$ cat config.mk
export PLATFORM = sky130hd
export DESIGN_NAME = key_panel
export DESIGN_NICKNAME = d
export VERILOG_FILES = /design/src/source/key_panel.sv
export VERILOG_INCLUDE_DIRS = /design/src /design/src/source
export SDC_FILE = /design/constraint.sdc
export NUM_CORES = 1
export LEC_CHECK = 0
export BUFFER_PORTS_ARGS = -buffer_cell sky130_fd_sc_hd__buf_2
export CAP_MARGIN = 20
export CORE_ASPECT_RATIO = 1.25
export CORE_MARGIN = 1
export CORE_UTILIZATION = 50
export CTS_CLUSTER_DIAMETER = 40
export DETAILED_ROUTE_END_ITERATION = 8
export GPL_TIMING_DRIVEN = 0
export HOLD_SLACK_MARGIN = 0.08
export PLACE_DENSITY = 0.7
export SYNTH_ARGS = -nofsm -noshare
export SYNTH_HDL_FRONTEND = slang
export SYNTH_SLANG_ARGS = --single-unit
$ cat constraint.sdc
create_clock -name clk -period 1.8 [get_ports clk]
set_input_delay 0.18 -clock clk [delete_from_list [all_inputs] [get_ports clk]]
set_output_delay 0.18 -clock clk [all_outputs]
set_load 0.01 [all_outputs]
$ cat src/source/adc_display_settings.svh
// timing and address settings for the adc monitor
// defaults are sized for simulation
`ifndef ADC_DISPLAY_SETTINGS_SVH
`define ADC_DISPLAY_SETTINGS_SVH

// i2c address of the adc and the register polled
`define ADC_DEVICE_ID 7'h54
`define ADC_REG_ADDR 8'h00

// clock cycles per quarter scl period
`define I2C_QUARTER_CYCLES 5

// idle cycles between the end of a read and the next request
`define POLL_INTERVAL_CYCLES 200

// display, keys and buzzer
`define SCAN_CYCLES 16
`define DEBOUNCE_CYCLES 40
`define BEEP_CYCLES 300
`define TONE_HALF_CYCLES 10

`endif

$ cat src/source/key_panel.sv
// key debounce and press detection
// hold toggle on key 0, buzzer beep on any press
`timescale 1ns/100ps
`include "adc_display_settings.svh"

module key_panel (
	input logic clk,
	input logic rst,
	input logic [3:0] key_in,
	output logic hold,
	output logic buzzer
);

	localparam int DB = `DEBOUNCE_CYCLES;
	localparam int DBW = $clog2(DB + 1);
	localparam int BC = `BEEP_CYCLES;
	localparam int BW = $clog2(BC + 1);
	localparam int TH = `TONE_HALF_CYCLES;
	localparam int TW = $clog2(TH + 1);

	logic [3:0] key_meta;
	logic [3:0] key_sync;
	logic [3:0] key_level;
	logic [3:0] press;
	logic [DBW-1:0] db_cnt [4];
	logic [BW-1:0] beep_cnt;
	logic [TW-1:0] tone_cnt;

	always_ff @(posedge clk or negedge rst) begin
		if (!rst) begin
			key_meta <= 4'hf;
			key_sync <= 4'hf;
			key_level <= 4'hf;
			press <= 4'h0;
			for (int i = 0; i < 4; i++)
				db_cnt[i] <= '0;
		end else begin
			key_meta <= key_in;
			key_sync <= key_meta;
			for (int i = 0; i < 4; i++) begin
				press[i] <= 1'b0;
				if (key_sync[i] == key_level[i]) begin
					db_cnt[i] <= '0;
				end else if (db_cnt[i] == DBW'(DB - 1)) begin
					db_cnt[i] <= '0;
					key_level[i] <= key_sync[i];
					// falling debounced level
					press[i] <= ~key_sync[i];
				end else begin
					db_cnt[i] <= db_cnt[i] + 1'b1;
				end
			end
		end
	end

	always_ff @(posedge clk or negedge rst) begin
		if (!rst) begin
			hold <= 1'b0;
			buzzer <= 1'b0;
			beep_cnt <= '0;
			tone_cnt <= '0;
		end else begin
			if (press[0])
				hold <= ~hold;
			if (|press) begin
				beep_cnt <= BW'(BC);
				tone_cnt <= '0;
				buzzer <= 1'b1;
			end else if (beep_cnt != '0) begin
				beep_cnt <= beep_cnt - 1'b1;
				if (beep_cnt == BW'(1)) begin
					buzzer <= 1'b0;
				end else if (tone_cnt == TW'(TH - 1)) begin
					tone_cnt <= '0;
					buzzer <= ~buzzer;
				end else begin
					tone_cnt <= tone_cnt + 1'b1;
				end
			end
		end
	end

endmodule

## Word-level counts from Yosys, hierarchy flattened

Index checks and enable logic that the tools add are counted.

| operators by class | value |
|---|---|
| add/subtract/negate cells | 6 |
| equality and inequality tests | 11 |
| multiplexer cells | 26 |
| bitwise logic cells | 10 |
| reductions and logical operators | 10 |

Operators with widths:

| kind | number |
|---|---|
| $mux 6 | 8 |
| $add 6x1->6 const B | 4 |
| $eq 6x6->1 const B | 4 |
| $mux 9 | 2 |
| $mux 4 | 4 |
| $mux 1 | 12 |
| $reduce_and 2->1 | 6 |
| $not 1->1 | 10 |
| $eq 9x1->1 const B | 1 |
| $reduce_bool 9->1 | 1 |
| $sub 9x1->9 const B | 1 |
| $add 4x1->4 const B | 1 |
| $eq 1x1->1 | 4 |
| $eq 4x4->1 const B | 1 |
| $reduce_or 4->1 | 1 |
| $reduce_bool 3->1 | 1 |
| $ne 2x2->1 const B | 1 |
| $reduce_bool 2->1 | 1 |

| word-level totals | value |
|---|---|
| bits in registers | 55 |
| bits of input ports | 6 |
| logic and storage cells | 78 |

## Logic depth before layout (Yosys ltp)

Gate-level depths: netlist of run 1.

| logic depth | value |
|---|---|
| word-level depth | 5 |
| gate-level depth with buffers | 7 |

## Least setup slack after synthesis of run 1

Ideal clock, no wire load.

| timing path | value |
|---|---|
| path type | flip-flop to flip-flop |
| from | register beep_cnt[5] |
| to | register beep_cnt[8] |
| library setup time | 0.124 ns |
| data arrival time | 1.537 ns |
| data required time | 1.676 ns |
| slack | 0.139 ns |
| cell stages (with the launch flop) | 4 |
| cells stage by stage | dfrtp_1 > or3_4 > or4_4 > a211o_1 |

| between the ends | value |
|---|---|
| longest elaborated chain between the ends | 3 |

RTL lines:

| item | line | RTL |
|---|---|---|
| start, declared | key_panel.sv:26 | `logic [BW-1:0] beep_cnt;` |
| start signal, assigned | key_panel.sv:66 | `beep_cnt <= BW'(BC);` |
| start signal, assigned | key_panel.sv:70 | `beep_cnt <= beep_cnt - 1'b1;` |
| $sub 9x1->9 | key_panel.sv:70 |  |
| $mux 9 | key_panel.sv:69 | `end else if (beep_cnt != '0) begin` |
| $mux 9 | key_panel.sv:65 | `if (\|press) begin` |

Parallel ways exist; a longest one is shown, timed or not. The select of a mux whose other input is x is not followed.
A chain may end at the register's enable or synchronous reset.

## Worst setup path after layout of run 1

Same ends and word-level chain as after synthesis.

==> results of run 1 <==
[final cells by class]
type,count,area share (%)
clock inverter,3,2.47
timing repair buffer,15,4.40
sequential,55,51.0
inverter,7,0.962
multi-input combinational,146,35.7
tap,58,2.66
buffer,2,0.275
clock buffer,5,2.52
[worst paths after layout]
check | from | to | slack, ps | cells past startpoint
worst max-delay path | beep_cnt[5] | beep_cnt[8] | 80 | 3
worst min-delay path | rst | db_cnt[15] | 350 | 2
worst max register to register | beep_cnt[5] | beep_cnt[8] | 80 | 3
worst min register to register | key_meta[3] | key_sync[3] | 360 | 0
max in group asynchronous | rst | key_meta[0] | 840 | 3
min in group clk | key_meta[3] | key_sync[3] | 360 | 0
[routing by layer]
layer	part of all wire (%)	vias up
met1	46	742
met4	2.2	0
met3	2.3	6
met2	50	14
met5	0	-
li1	-	758
[power by group]
group	internal, mW	switching, mW
Clock	0.554	0.387
Combinational	0.0405	0.0501
Sequential	1.27	0.0233
Total	1.87	0.461
[cell families after synthesis]
group | count (synthesis)
AO/OA/AOI/OAI | 21
XOR/XNOR | 25
buffers and inverters | 9
adder cells (fa/ha/maj) | 9
flip-flops | 55
multiplexers | 6
AND/OR/NAND/NOR | 85
[registers in the layout (all words and copies together), names as in the netlist]
signal / count
db_cnt: 24
beep_cnt: 9
key_level: 4
key_meta: 4
key_sync: 4
press: 4
tone_cnt: 4
buzzer: 1
hold: 1
[what timing repair did]
item	4_1_cts	5_1_grt
endpoints found under the hold margin	17	0
hold buffers	5	0
gates resized for setup	0	3
setup endpoints to repair	1	4
pin swaps	1	2
setup buffers	1	1
[metrics by stage]
step / instance area (sq um) / std cells / setup WS [ps]
2_1_floorplan: 2380 / 210 / 139
3_3_place_gp: 2490 / 275 / 50.1
3_5_place_dp: 2510 / 276 / -2.80
4_1_cts: 2710 / 290 / 71.3
5_1_grt: 2730 / 291 / 2.60
6_report: 2730 / 291 / 79.6
[cell usage in the layout, fill, tap and decap left out, types with 4 or more instances in the layout]
cell type                       instances
sky130_fd_sc_hd__nand4_1                4
sky130_fd_sc_hd__clkbuf_8               5
sky130_fd_sc_hd__nor2_1                38
sky130_fd_sc_hd__dfstp_2               12
sky130_fd_sc_hd__xnor2_1               14
sky130_fd_sc_hd__xor2_1                11
sky130_fd_sc_hd__nor3b_1                4
sky130_fd_sc_hd__buf_2                  7
sky130_fd_sc_hd__dlygate4sd3_1          5
sky130_fd_sc_hd__nand3_1               13
sky130_fd_sc_hd__mux2_2                 4
sky130_fd_sc_hd__inv_1                  7
sky130_fd_sc_hd__a21oi_1                5
sky130_fd_sc_hd__dfrtp_1               43
sky130_fd_sc_hd__nand2_1                9
sky130_fd_sc_hd__o21ai_0                5
sky130_fd_sc_hd__ha_1                   8
==> results.txt, run 1 <==
- Of the total synthesized cell area, the portion taken by full adders, half adders and majority gates is 4.72%.
- Buffers from clock root to sink, at most: 2
- Area occupied by multi-input gates: 976 sq um
* Proportion of synthesized area in mux cells: 2.73%
- Yosys instantiated no cell more often than sky130_fd_sc_hd__dfrtp_1.
* CP cell instances: or3_4 > or4_4 > a211o_1
- At the pin with the least slew margin, the transition time is 704 ps.
- For this run, global-route usage on met3 was measured as 3.88%.
* Average wire per cell in the routed design: 12.1 um
* Sum of buffers and inverters on the critical path: 0
- The number of antenna violations at the first check in global routing came to 0.
* Global-route total usage across every layer: 17.1%
- Post-synthesis async set-or-reset flop share: 100%
- For this run, the top clock speed supported by timing is 0.581 GHz.
* Number of max-slew violations in the final report: 0
- Via count of the first global-routing pass: 1585
* Proportion of layout cells with a drive suffix above 1: 18.9%
- The synthesized netlist devotes 5.98% of its cell area to compound gates.
- Routed via count: 1520
- Measured along the x axis, the die boundary spans 63.8 um.
- After synthesis, the largest family of logic cells by area is simple AND/OR/NAND/NOR gates.
- Post-synthesis to final-layout area growth: 14.5%
- Highest net fanout along the worst path: 5
- The tool flagged a number of max-cap violations equal to 0.
- The share of synthesized area in the top cell type comes to 45.1%.
- The number of nets in the synthesized netlist is 225.
* Clock-pin slew on the worst setup and hold paths: 100 ps
* Number of iterations in the first detailed-routing pass: 4
- Worst path slowest cell: sky130_fd_sc_hd__or4_4
- The share of the Yosys chip area taken by registers is 58.3%.
* Setup crit end kind: register
- STA classifies the critical path startpoint as a register.
- The region available for standard cell placement spans 4490 sq um.
- Top Family by Delay on Critical Path: simple AND/OR/NAND/NOR gates
- Worst max-slew margin expressed relative to the limit: 52.7%
- Post-DR vias/cell: 5.22
* Post-layout power: 2.33 mW
* Run status: finished, final reports clean
* H-tree level count: 2
- The synthesized design contains 55 register bits.
- Pwr dens: 853 nW/um^2
* Maximum number of pins on one net before global-route repair: 36
* Number of standard cells after synthesis: 210
* Xor and xnor area share after synthesis: 9.18%
- For this run, the number of Yosys warnings is 0.
* Count of flip-flops with a built-in enable after synthesis: 0
- Syn avg cell area: 11.4 sq um
* Biggest area contributors in the synthesized netlist: sky130_fd_sc_hd__dfrtp_1, sky130_fd_sc_hd__dfstp_2, sky130_fd_sc_hd__nor2_1, sky130_fd_sc_hd__xnor2_1, sky130_fd_sc_hd__ha_1
- Unique masters post-synth: 38
- On the final layout, the worst hold slack is 347 ps.
- Setup repair after global routing left no endpoint under its margin.
- For this run, the post-layout net count is 247.
- Global routing consumed, on the met1 layer, 19.1% of the routing resources.
- For this run, the slowest stage of the critical path takes 490 ps.
- Detailed Route Iter0 Violations: 83
- In this run the vertical extent of the chip is 79.2 um.
* Rows: 27
- The count of nets left with antenna violations once routing finished came out at 0.
- Number of clock sinks: 55
* Simple-gate share of the synthesized area: 17.6%
- Die outline area: 5050 sq um
* Dominant register cell in the synthesized netlist: sky130_fd_sc_hd__dfrtp_1
- TritonCTS built the clock tree.
* Final cell utilization of the core: 60.8%
- At the end of routability-driven placement, the weighted congestion stood at 0.722.
* DR DRC count: 0
* Clock tree root driver cell: sky130_fd_sc_hd__clkbuf_8
- The later pin in the worst-skew pair is clocked with a latency of 310 ps.
* Setup total negative slack: 0 ps
- Once detailed placement completed, the half-perimeter wirelength came to 2390 um.
- PortBufs: 7
- Critical Setup Path Class: reg2reg
* Hold WC Path Type: in2async
* Initial Utilization: 53.1%
- Post-synth top cells: sky130_fd_sc_hd__dfrtp_1, sky130_fd_sc_hd__nor2_1, sky130_fd_sc_hd__xnor2_1
- Worst VDD drop: 0.594 mV
- The total overflow left after global routing is 0.
- Static leakage: 1.26 nW
- Routing usage on met2: 29.9%
* Required time of the critical path: 2000 ps
* Global-route layer with the greatest usage: met2
- Post-synthesis instance area: 2380 sq um
- For the worst setup path, the data arrival time is 1920 ps.
* Wire length of the first global-routing pass: 6620 um
- Hold violation total from the final report: 0
- Number of diodes added for antenna fixing: 0
* Ports: 8
- Counting the buffers created by CTS gives 5.
- Combined flip-flop and latch cell area: 1390 sq um
- Setup clock skew after layout: 7.93 ps
- Final clock period utilization by the worst path: 95.6%
* DRT Wirelength: 3510 um
- Period minus WS final: 1720 ps
- Number of inserted filler cells in the final layout: 359
- Setup violations remaining at the end of the flow were counted as 0.
* Largest area contributor in the netlist: sky130_fd_sc_hd__dfrtp_1
(Power assumes the default switching activity.)
==> inputs of run 2 (changes only) <==
--- a/config.mk
+++ b/config.mk
@@ -15,7 +15,8 @@
 export DETAILED_ROUTE_END_ITERATION = 8
 export GPL_TIMING_DRIVEN = 0
 export HOLD_SLACK_MARGIN = 0.08
-export PLACE_DENSITY = 0.7
+export PLACE_DENSITY = 0.66
 export SYNTH_ARGS = -nofsm -noshare
 export SYNTH_HDL_FRONTEND = slang
 export SYNTH_SLANG_ARGS = --single-unit
+export TNS_END_PERCENT = 50
==> results.txt, run 2 (synthesis gave the netlist of run 1 again) <==
- Clock tree synthesis selected as its root buffer the cell sky130_fd_sc_hd__clkbuf_8.
- In the layout the commonest cells are sky130_fd_sc_hd__dfrtp_1, sky130_fd_sc_hd__nor2_1, sky130_fd_sc_hd__xnor2_1.
* Height of the die: 79.2 um (unchanged)
* Switching Share: 20.3% (+0.52 points)
- Number of antenna violations at the first check in global routing: 0 (unchanged)
- Clock buffer count from CTS: 5 (unchanged)
- Period minus WS final: 1740 ps (+20.6 ps)
* Final clock period utilization by the worst path: 96.7% (+1.1 points)
- Pwr dens: 803 nW/um^2 (-5.9%)
- The number of setup violations in the final report is 0 (unchanged).
* DP HPWL: 2770 um (+16%)
* Worst path slowest cell: sky130_fd_sc_hd__or4_4
* Maximum number of pins on one net before global-route repair: 41 (+14%)
- The number of max-slew violations in the final report came to 0 (unchanged).
- Worst max-slew margin expressed relative to the limit: 52.1% (-0.52 points)
- The flow ran to the end, and the final reports show no timing, DRC or antenna violations.
- The count of H-tree levels built during CTS was 2 (unchanged).
- DR DRC count: 0 (unchanged)
- Commonest non-fill, non-tap cell in the layout: sky130_fd_sc_hd__dfrtp_1
- Ranked by flip-flop count, first place goes to db_cnt.
- The die outline width is 63.8 um (unchanged).
* Number of iterations in the first detailed-routing pass: 4 (unchanged)
- The static leakage is 1.25 nW (-0.58%).
* Setup clock skew after layout: 4.39 ps (-3.54 ps)
- The area growth from synthesis to layout is 13.4%.
- Max FFs per register: 24 (unchanged)
* Detailed Route Iter0 Violations: 67 (-19%)
- The I/O pin count was 8 (unchanged).
- Setup repair after global routing left no endpoint under its margin.
- Internal power contribution: 1.73 mW (-7.4%)
* Clock-pin slew on the worst setup and hold paths: 90 ps (about the same)
* PortBufs: 7 (unchanged)
* Wire length of the first global-routing pass: 7020 um (+6.2%)
- The routed wire length is 3950 um (+12%).
- Initial Utilization: 53.1% (unchanged)
- Relative contribution of combinational cells to total power: 4.3% (+0.4 points)
- Maximum capacitance violations: 0 (unchanged)
* ANT nets after route: 0 (unchanged)
- TritonCTS built the clock tree.
- Net Switching: 441 uW (-4.3%)
* Critical Setup Path Class: reg2reg
- Final cell utilization of the core: 60.2% (-0.56 points)
* Hold WC Path Type: in2async
- The number of nets in the finished design is 248 (+0.40%).
- The sequential fraction of design power is 59.8% (+4.1 points).
- The critical path's largest stage delay came to 490 ps (about the same).
- Number of clock sinks: 55 (unchanged)
- The largest voltage drop on the vdd net came to 0.452 mV (-24%).
- Worst endpoint data arrival time: 1930 ps (about the same)
* Via count of the first global-routing pass: 1615 (+1.9%)
- The last weighted congestion value of the routability-driven placer was 0.757 (+4.7%).
- The post-detailed-route via-to-cell ratio came to 5.39 (+3.1%).
* Average wire per cell in the routed design: 13.5 um (+12%)
- Highest net fanout along the worst path: 5 (unchanged)
- Broken down by cell family, the worst path's largest delay share belongs to simple AND/OR/NAND/NOR gates.
- Element type at the critical path start: register
- Hold violation total from the final report: 0 (unchanged)
- Traced cell by cell, the critical path runs through or3_4 > or4_4 > a211o_1.
- The number of buffers and inverters on the critical path is 0 (unchanged).
* Global-route total usage across every layer: 18.5% (+1.4 points)
- The clock insertion delay at the later pin of the skew report was 300 ps (about the same).
- Maximum clock frequency: 0.574 GHz (-1.2%)
* Routed via count: 1573 (+3.5%)
- Buffers from clock root to sink, at most: 2 (unchanged)
- Die outline area: 5050 sq um (unchanged)
* Number of diodes added for antenna fixing: 0 (unchanged)
- Rows: 27 (unchanged)
- The number of inserted filler cells in the final layout came to 390 (+8.6%).
- Relative contribution of the clock network to total power: 36.0% (-4.4 points)
* Registers with the most flip-flops: db_cnt x24, beep_cnt x9
- The area of the core region is 4490 sq um (unchanged).
- Setup crit end kind: register
- The proportion of layout cells with a drive suffix above 1 is 17.9% (-0.94 points).
- Actual slew at the worst max-slew pin: 711 ps (+7.75 ps)
- The tightest hold margin came to 323 ps (-24.0 ps).
* Required time of the critical path: 1990 ps (about the same)
- Remaining global-route overflow: 0 (unchanged)
-- run 2: through the flow --
stage / instances / setup TNS, ps / setup WS (ps) / total power [mW] / cell area, sq um
after floorplan: 210 / 0 / 139 / 1.36 / 2380
after global placement: 275 / 0 / 83.0 / 1.40 / 2490
after detailed placement: 276 / -32.9 / -32.9 / 1.41 / 2510
after CTS: 292 / 0 / 39.1 / 2.21 / 2700
after global routing: 292 / 0 / 1.61 / 2.27 / 2710
final: 292 / 0 / 59.0 / 2.17 / 2710
-- run 2: final timing paths --
kind	startpoint	slack (ps)	cells after the start	endpoint
worst max-delay path	beep_cnt[5]	60	3	beep_cnt[8]
worst min-delay path	rst	320	2	db_cnt[13]
worst max register to register	beep_cnt[5]	60	3	beep_cnt[8]
worst min register to register	key_meta[0]	360	0	key_sync[0]
max in group asynchronous	rst	880	3	key_meta[2]
min in group clk	key_meta[0]	360	0	key_sync[0]
-- run 2: final cells by class --
type | instances | area (sq um) | share of cell area, %
Sequential cell | 55 | 1390 | 51.4
Multi-Input combinational cell | 146 | 973 | 36.0
Clock inverter | 1 | 30.0 | 1.11
Buffer | 2 | 7.51 | 0.278
Inverter | 7 | 26.3 | 0.971
Clock buffer | 7 | 76.3 | 2.82
Timing Repair Buffer | 16 | 128 | 4.72
Tap cell | 58 | 72.6 | 2.68
-- run 2: metal layers --
layer	wire length [um]	global-route usage, %
met5	0	0
met2	2100	33.1
met1	1650	20.3
met4	99	9.77
met3	92	4.02
-- run 2: timing repair --
item / 4_1_cts / 5_1_grt
buffers inserted: 3 / 0
resized for setup: 1 / 1
endpoints found under the hold margin: 19 / 0
pin swaps: 1 / 1
setup endpoints to repair: 1 / 6
hold buffers: 5 / 0
-- run 2: power groups by stage --
| stage | Sequential (mW) | Combinational [mW] | Clock [mW] |
|---|---|---|---|
| 3_5_place_dp | 1.32 | 0.0874 | 0 |
| 2_1_floorplan | 1.32 | 0.0438 | 0 |
| 6_report | 1.30 | 0.0923 | 0.781 |
| 3_3_place_gp | 1.32 | 0.0769 | 0 |
| 5_1_grt | 1.30 | 0.111 | 0.852 |
| 4_1_cts | 1.30 | 0.0959 | 0.818 |
==> inputs of run 3 (changes only) <==
--- a/config.mk
+++ b/config.mk
@@ -8,14 +8,13 @@
 export LEC_CHECK = 0
 export BUFFER_PORTS_ARGS = -buffer_cell sky130_fd_sc_hd__buf_2
 export CAP_MARGIN = 20
-export CORE_ASPECT_RATIO = 1.25
+export CORE_ASPECT_RATIO = 0.5
 export CORE_MARGIN = 1
-export CORE_UTILIZATION = 50
+export CORE_UTILIZATION = 39
 export CTS_CLUSTER_DIAMETER = 40
 export DETAILED_ROUTE_END_ITERATION = 8
 export GPL_TIMING_DRIVEN = 0
 export HOLD_SLACK_MARGIN = 0.08
-export PLACE_DENSITY = 0.66
 export SYNTH_ARGS = -nofsm -noshare
 export SYNTH_HDL_FRONTEND = slang
 export SYNTH_SLANG_ARGS = --single-unit
==> results.txt, run 3 (synthesis gave the netlist of run 1 again) <==
* Run status: finished, final reports clean
* Clock buffer count from CTS: 5 (unchanged)
* DRT Wirelength: 3500 um (-11%)
- The met3 layer usage reported by global route was 3.29% (-0.73 points).
* Global-route total usage across every layer: 13.1% (-5.4 points)
* Post-placement worst setup slack: 1.16 ps (+34.1 ps)
* Pwr dens: 855 nW/um^2 (+6.5%)
- Required time of the critical path: 1970 ps (-20 ps)
- Number of inserted filler cells in the final layout: 483 (+24%)
* Most flops, register: db_cnt
- The met2 usage in global routing came to 20.7% (-12 points).
- The upper clock frequency limit came to 0.579 GHz (+0.86%).
* H-tree level count: 2 (unchanged)
- Actual slew at the worst max-slew pin: 724 ps (+12.2 ps)
* Clock tree root driver cell: sky130_fd_sc_hd__clkbuf_16
* Period minus WS final: 1730 ps (-14.9 ps)
- The number of clock sinks was 55 (unchanged).
- The number of rows in the core area was 19 (-30%).
- Ports: 8 (unchanged)
- The average routed wire per standard cell is 11.4 um (-15%).
* Area occupied by multi-input gates: 973 sq um (unchanged)
* Cell count of the worst reg-to-reg path: 3 (unchanged)
- GP Congestion: 0.723 (-4.4%)
* Top Family by Delay on Critical Path: simple AND/OR/NAND/NOR gates
* Worst reg2reg path startpoint: beep_cnt[5]
- The total negative slack for setup checks came to 0 ps (unchanged).
- Compared with the post-synthesis result, the final layout area differs by 15.9%.
* ANT nets after route: 0 (unchanged)
* Routed via count: 1507 (-4.2%)
- Setup repair after global routing missed its margin: no
- Highest net fanout along the worst path: 5 (unchanged)
- The minimum setup slack in the final design came to 73.9 ps (+14.9 ps).
- The initial standard-cell utilization of the core was 42.0% (-11 points).
- Number of max-slew violations in the final report: 0 (unchanged)
* Detailed Route Iter0 Violations: 57 (-15%)
- Final-layout worst hold slack: 339 ps (+16.1 ps)
* Std-Cell Core Area: 5680 sq um (+26%)
- The number of flip-flops under the largest register name is 24 (unchanged).
* Number of iterations in the first detailed-routing pass: 4 (unchanged)
- The number of nets in the finished design is 247 (-0.40%).
- Buffers from clock root to sink, at most: 2 (unchanged)
* Worst endpoint data arrival time: 1900 ps (-30 ps)
* Registers with the most flip-flops: db_cnt x24, beep_cnt x9
- Critical register-to-register path endpoint: beep_cnt[8]
- Combined flip-flop and latch cell area: 1390 sq um (unchanged)
- The number of buffer cells added on primary ports is 7 (unchanged).
* Via count of the first global-routing pass: 1522 (-5.8%)
* Post-DR vias/cell: 4.92 (-8.6%)
- The global routing stage identified its most utilized layer as met2.
- Worst VDD drop: 0.425 mV (-5.9%)
* Critical Setup Path Class: reg2reg
- Clock-pin slew on the worst setup and hold paths: 70 ps (-20 ps)
* Path length in cells of the critical path: 3 (unchanged)
- The worst setup path is launched from a register.
* Remaining global-route overflow: 0 (unchanged)
* Number of diodes added for antenna fixing: 0 (unchanged)
* Worst max-slew margin expressed relative to the limit: 51.3% (-0.82 points)
- The met1 track demand over resource in global routing was 17.9% (-2.4 points).
- Worst R2R Setup Slack: 70 ps (about the same)
- Maximum capacitance violations: 0 (unchanged)
- Tracing the worst setup path back leads to its startpoint at beep_cnt[5].
* Maximum number of pins on one net before global-route repair: 41 (unchanged)
* Final clock period utilization by the worst path: 95.9% (-0.83 points)
* CTS tree: yes
- Width of the die: 113 um (+77%)
- Setup crit end kind: register
* Proportion of layout cells with a drive suffix above 1: 18.5% (+0.51 points)
* Number of antenna violations at the first check in global routing: 0 (unchanged)
- CP cell instances: or3_4 > or4_4 > a211o_1
- Slowest cell delay on critical path: 490 ps (about the same)
- Number of setup violations in the final report: 0 (unchanged)
- Commonest non-fill, non-tap cell in the layout: sky130_fd_sc_hd__dfrtp_1
* Hold violation total from the final report: 0 (unchanged)
- The static leakage is 1.27 nW (+1.3%).
- The clock insertion delay at the later pin of the skew report came to 280 ps (-20 ps).
- The number of buffers and inverters on the critical path is 0 (unchanged).
- DR DRC count: 0 (unchanged)
- DP HPWL: 2420 um (-13%)
- Die outline area: 6450 sq um (+28%)
- Wire length of the first global-routing pass: 6630 um (-5.6%)
* Height of the die: 57.3 um (-28%)
- Commonest cells after routing, fill and taps aside: sky130_fd_sc_hd__dfrtp_1, sky130_fd_sc_hd__nor2_1, sky130_fd_sc_hd__xnor2_1
* Setup clock skew after layout: 5.31 ps (+0.922 ps)
- The worst hold path belongs to the class in2async.
- Worst path slowest cell: sky130_fd_sc_hd__or4_4
- The critical path ends at beep_cnt[8].
[run 3: area by class of cell]
cell class	count	share of cell area, %
buffer	2	0.271
clock buffer	6	5.02
clock inverter	2	0.588
inverter	7	0.950
multi-input combinational	146	35.2
sequential	55	50.3
tap	73	3.30
timing repair buffer	15	4.34
[run 3: worst min path at each step]
stage                      from          end  slack [ps]  depth (start not counted)
floorplan                   rst  beep_cnt[0]        -120                          0
global placement      key_in[2]  key_meta[2]         290                          1
detailed placement          rst   db_cnt[11]         120                          1
CTS                         rst   db_cnt[11]         340                          2
global route        key_meta[3]  key_sync[3]         360                          0
finish                      rst   db_cnt[11]         340                          2
[run 3: timing repair]
item,4_1_cts,5_1_grt
gates resized for setup,0,2
pin swaps,1,0
endpoints found under the setup margin,1,2
hold endpoints to repair,12,0
buffers inserted,2,0
hold buffers,5,0
[run 3: power by group]
| group | internal (mW) | switching (mW) | total (mW) |
|---|---|---|---|
| clock | 0.556 | 0.418 | 0.974 |
| sequential | 1.27 | 0.0239 | 1.30 |
| combinational | 0.0405 | 0.0505 | 0.0911 |
| total | 1.87 | 0.492 | 2.36 |
[run 3: metrics by stage]
| stage | power, mW | utilization (%) | std cells | cell area, sq um |
|---|---|---|---|---|
| final | 2.36 | 48.7 | 306 | 2770 |
| after global routing | 2.48 | 48.7 | 306 | 2770 |
| after CTS | 2.41 | 48.4 | 306 | 2750 |
| after detailed placement | 1.41 | 44.5 | 291 | 2530 |
| after global placement | 1.40 | 44.2 | 290 | 2510 |
| after floorplan | 1.36 | - | 210 | 2380 |
[run 3: routing by layer]
layer  share of wire (%)  up-vias
met5                   0        -
met1                  52      721
li1                    -      762
met3                 3.2        5
met2                  44       19
met4                 1.1        0
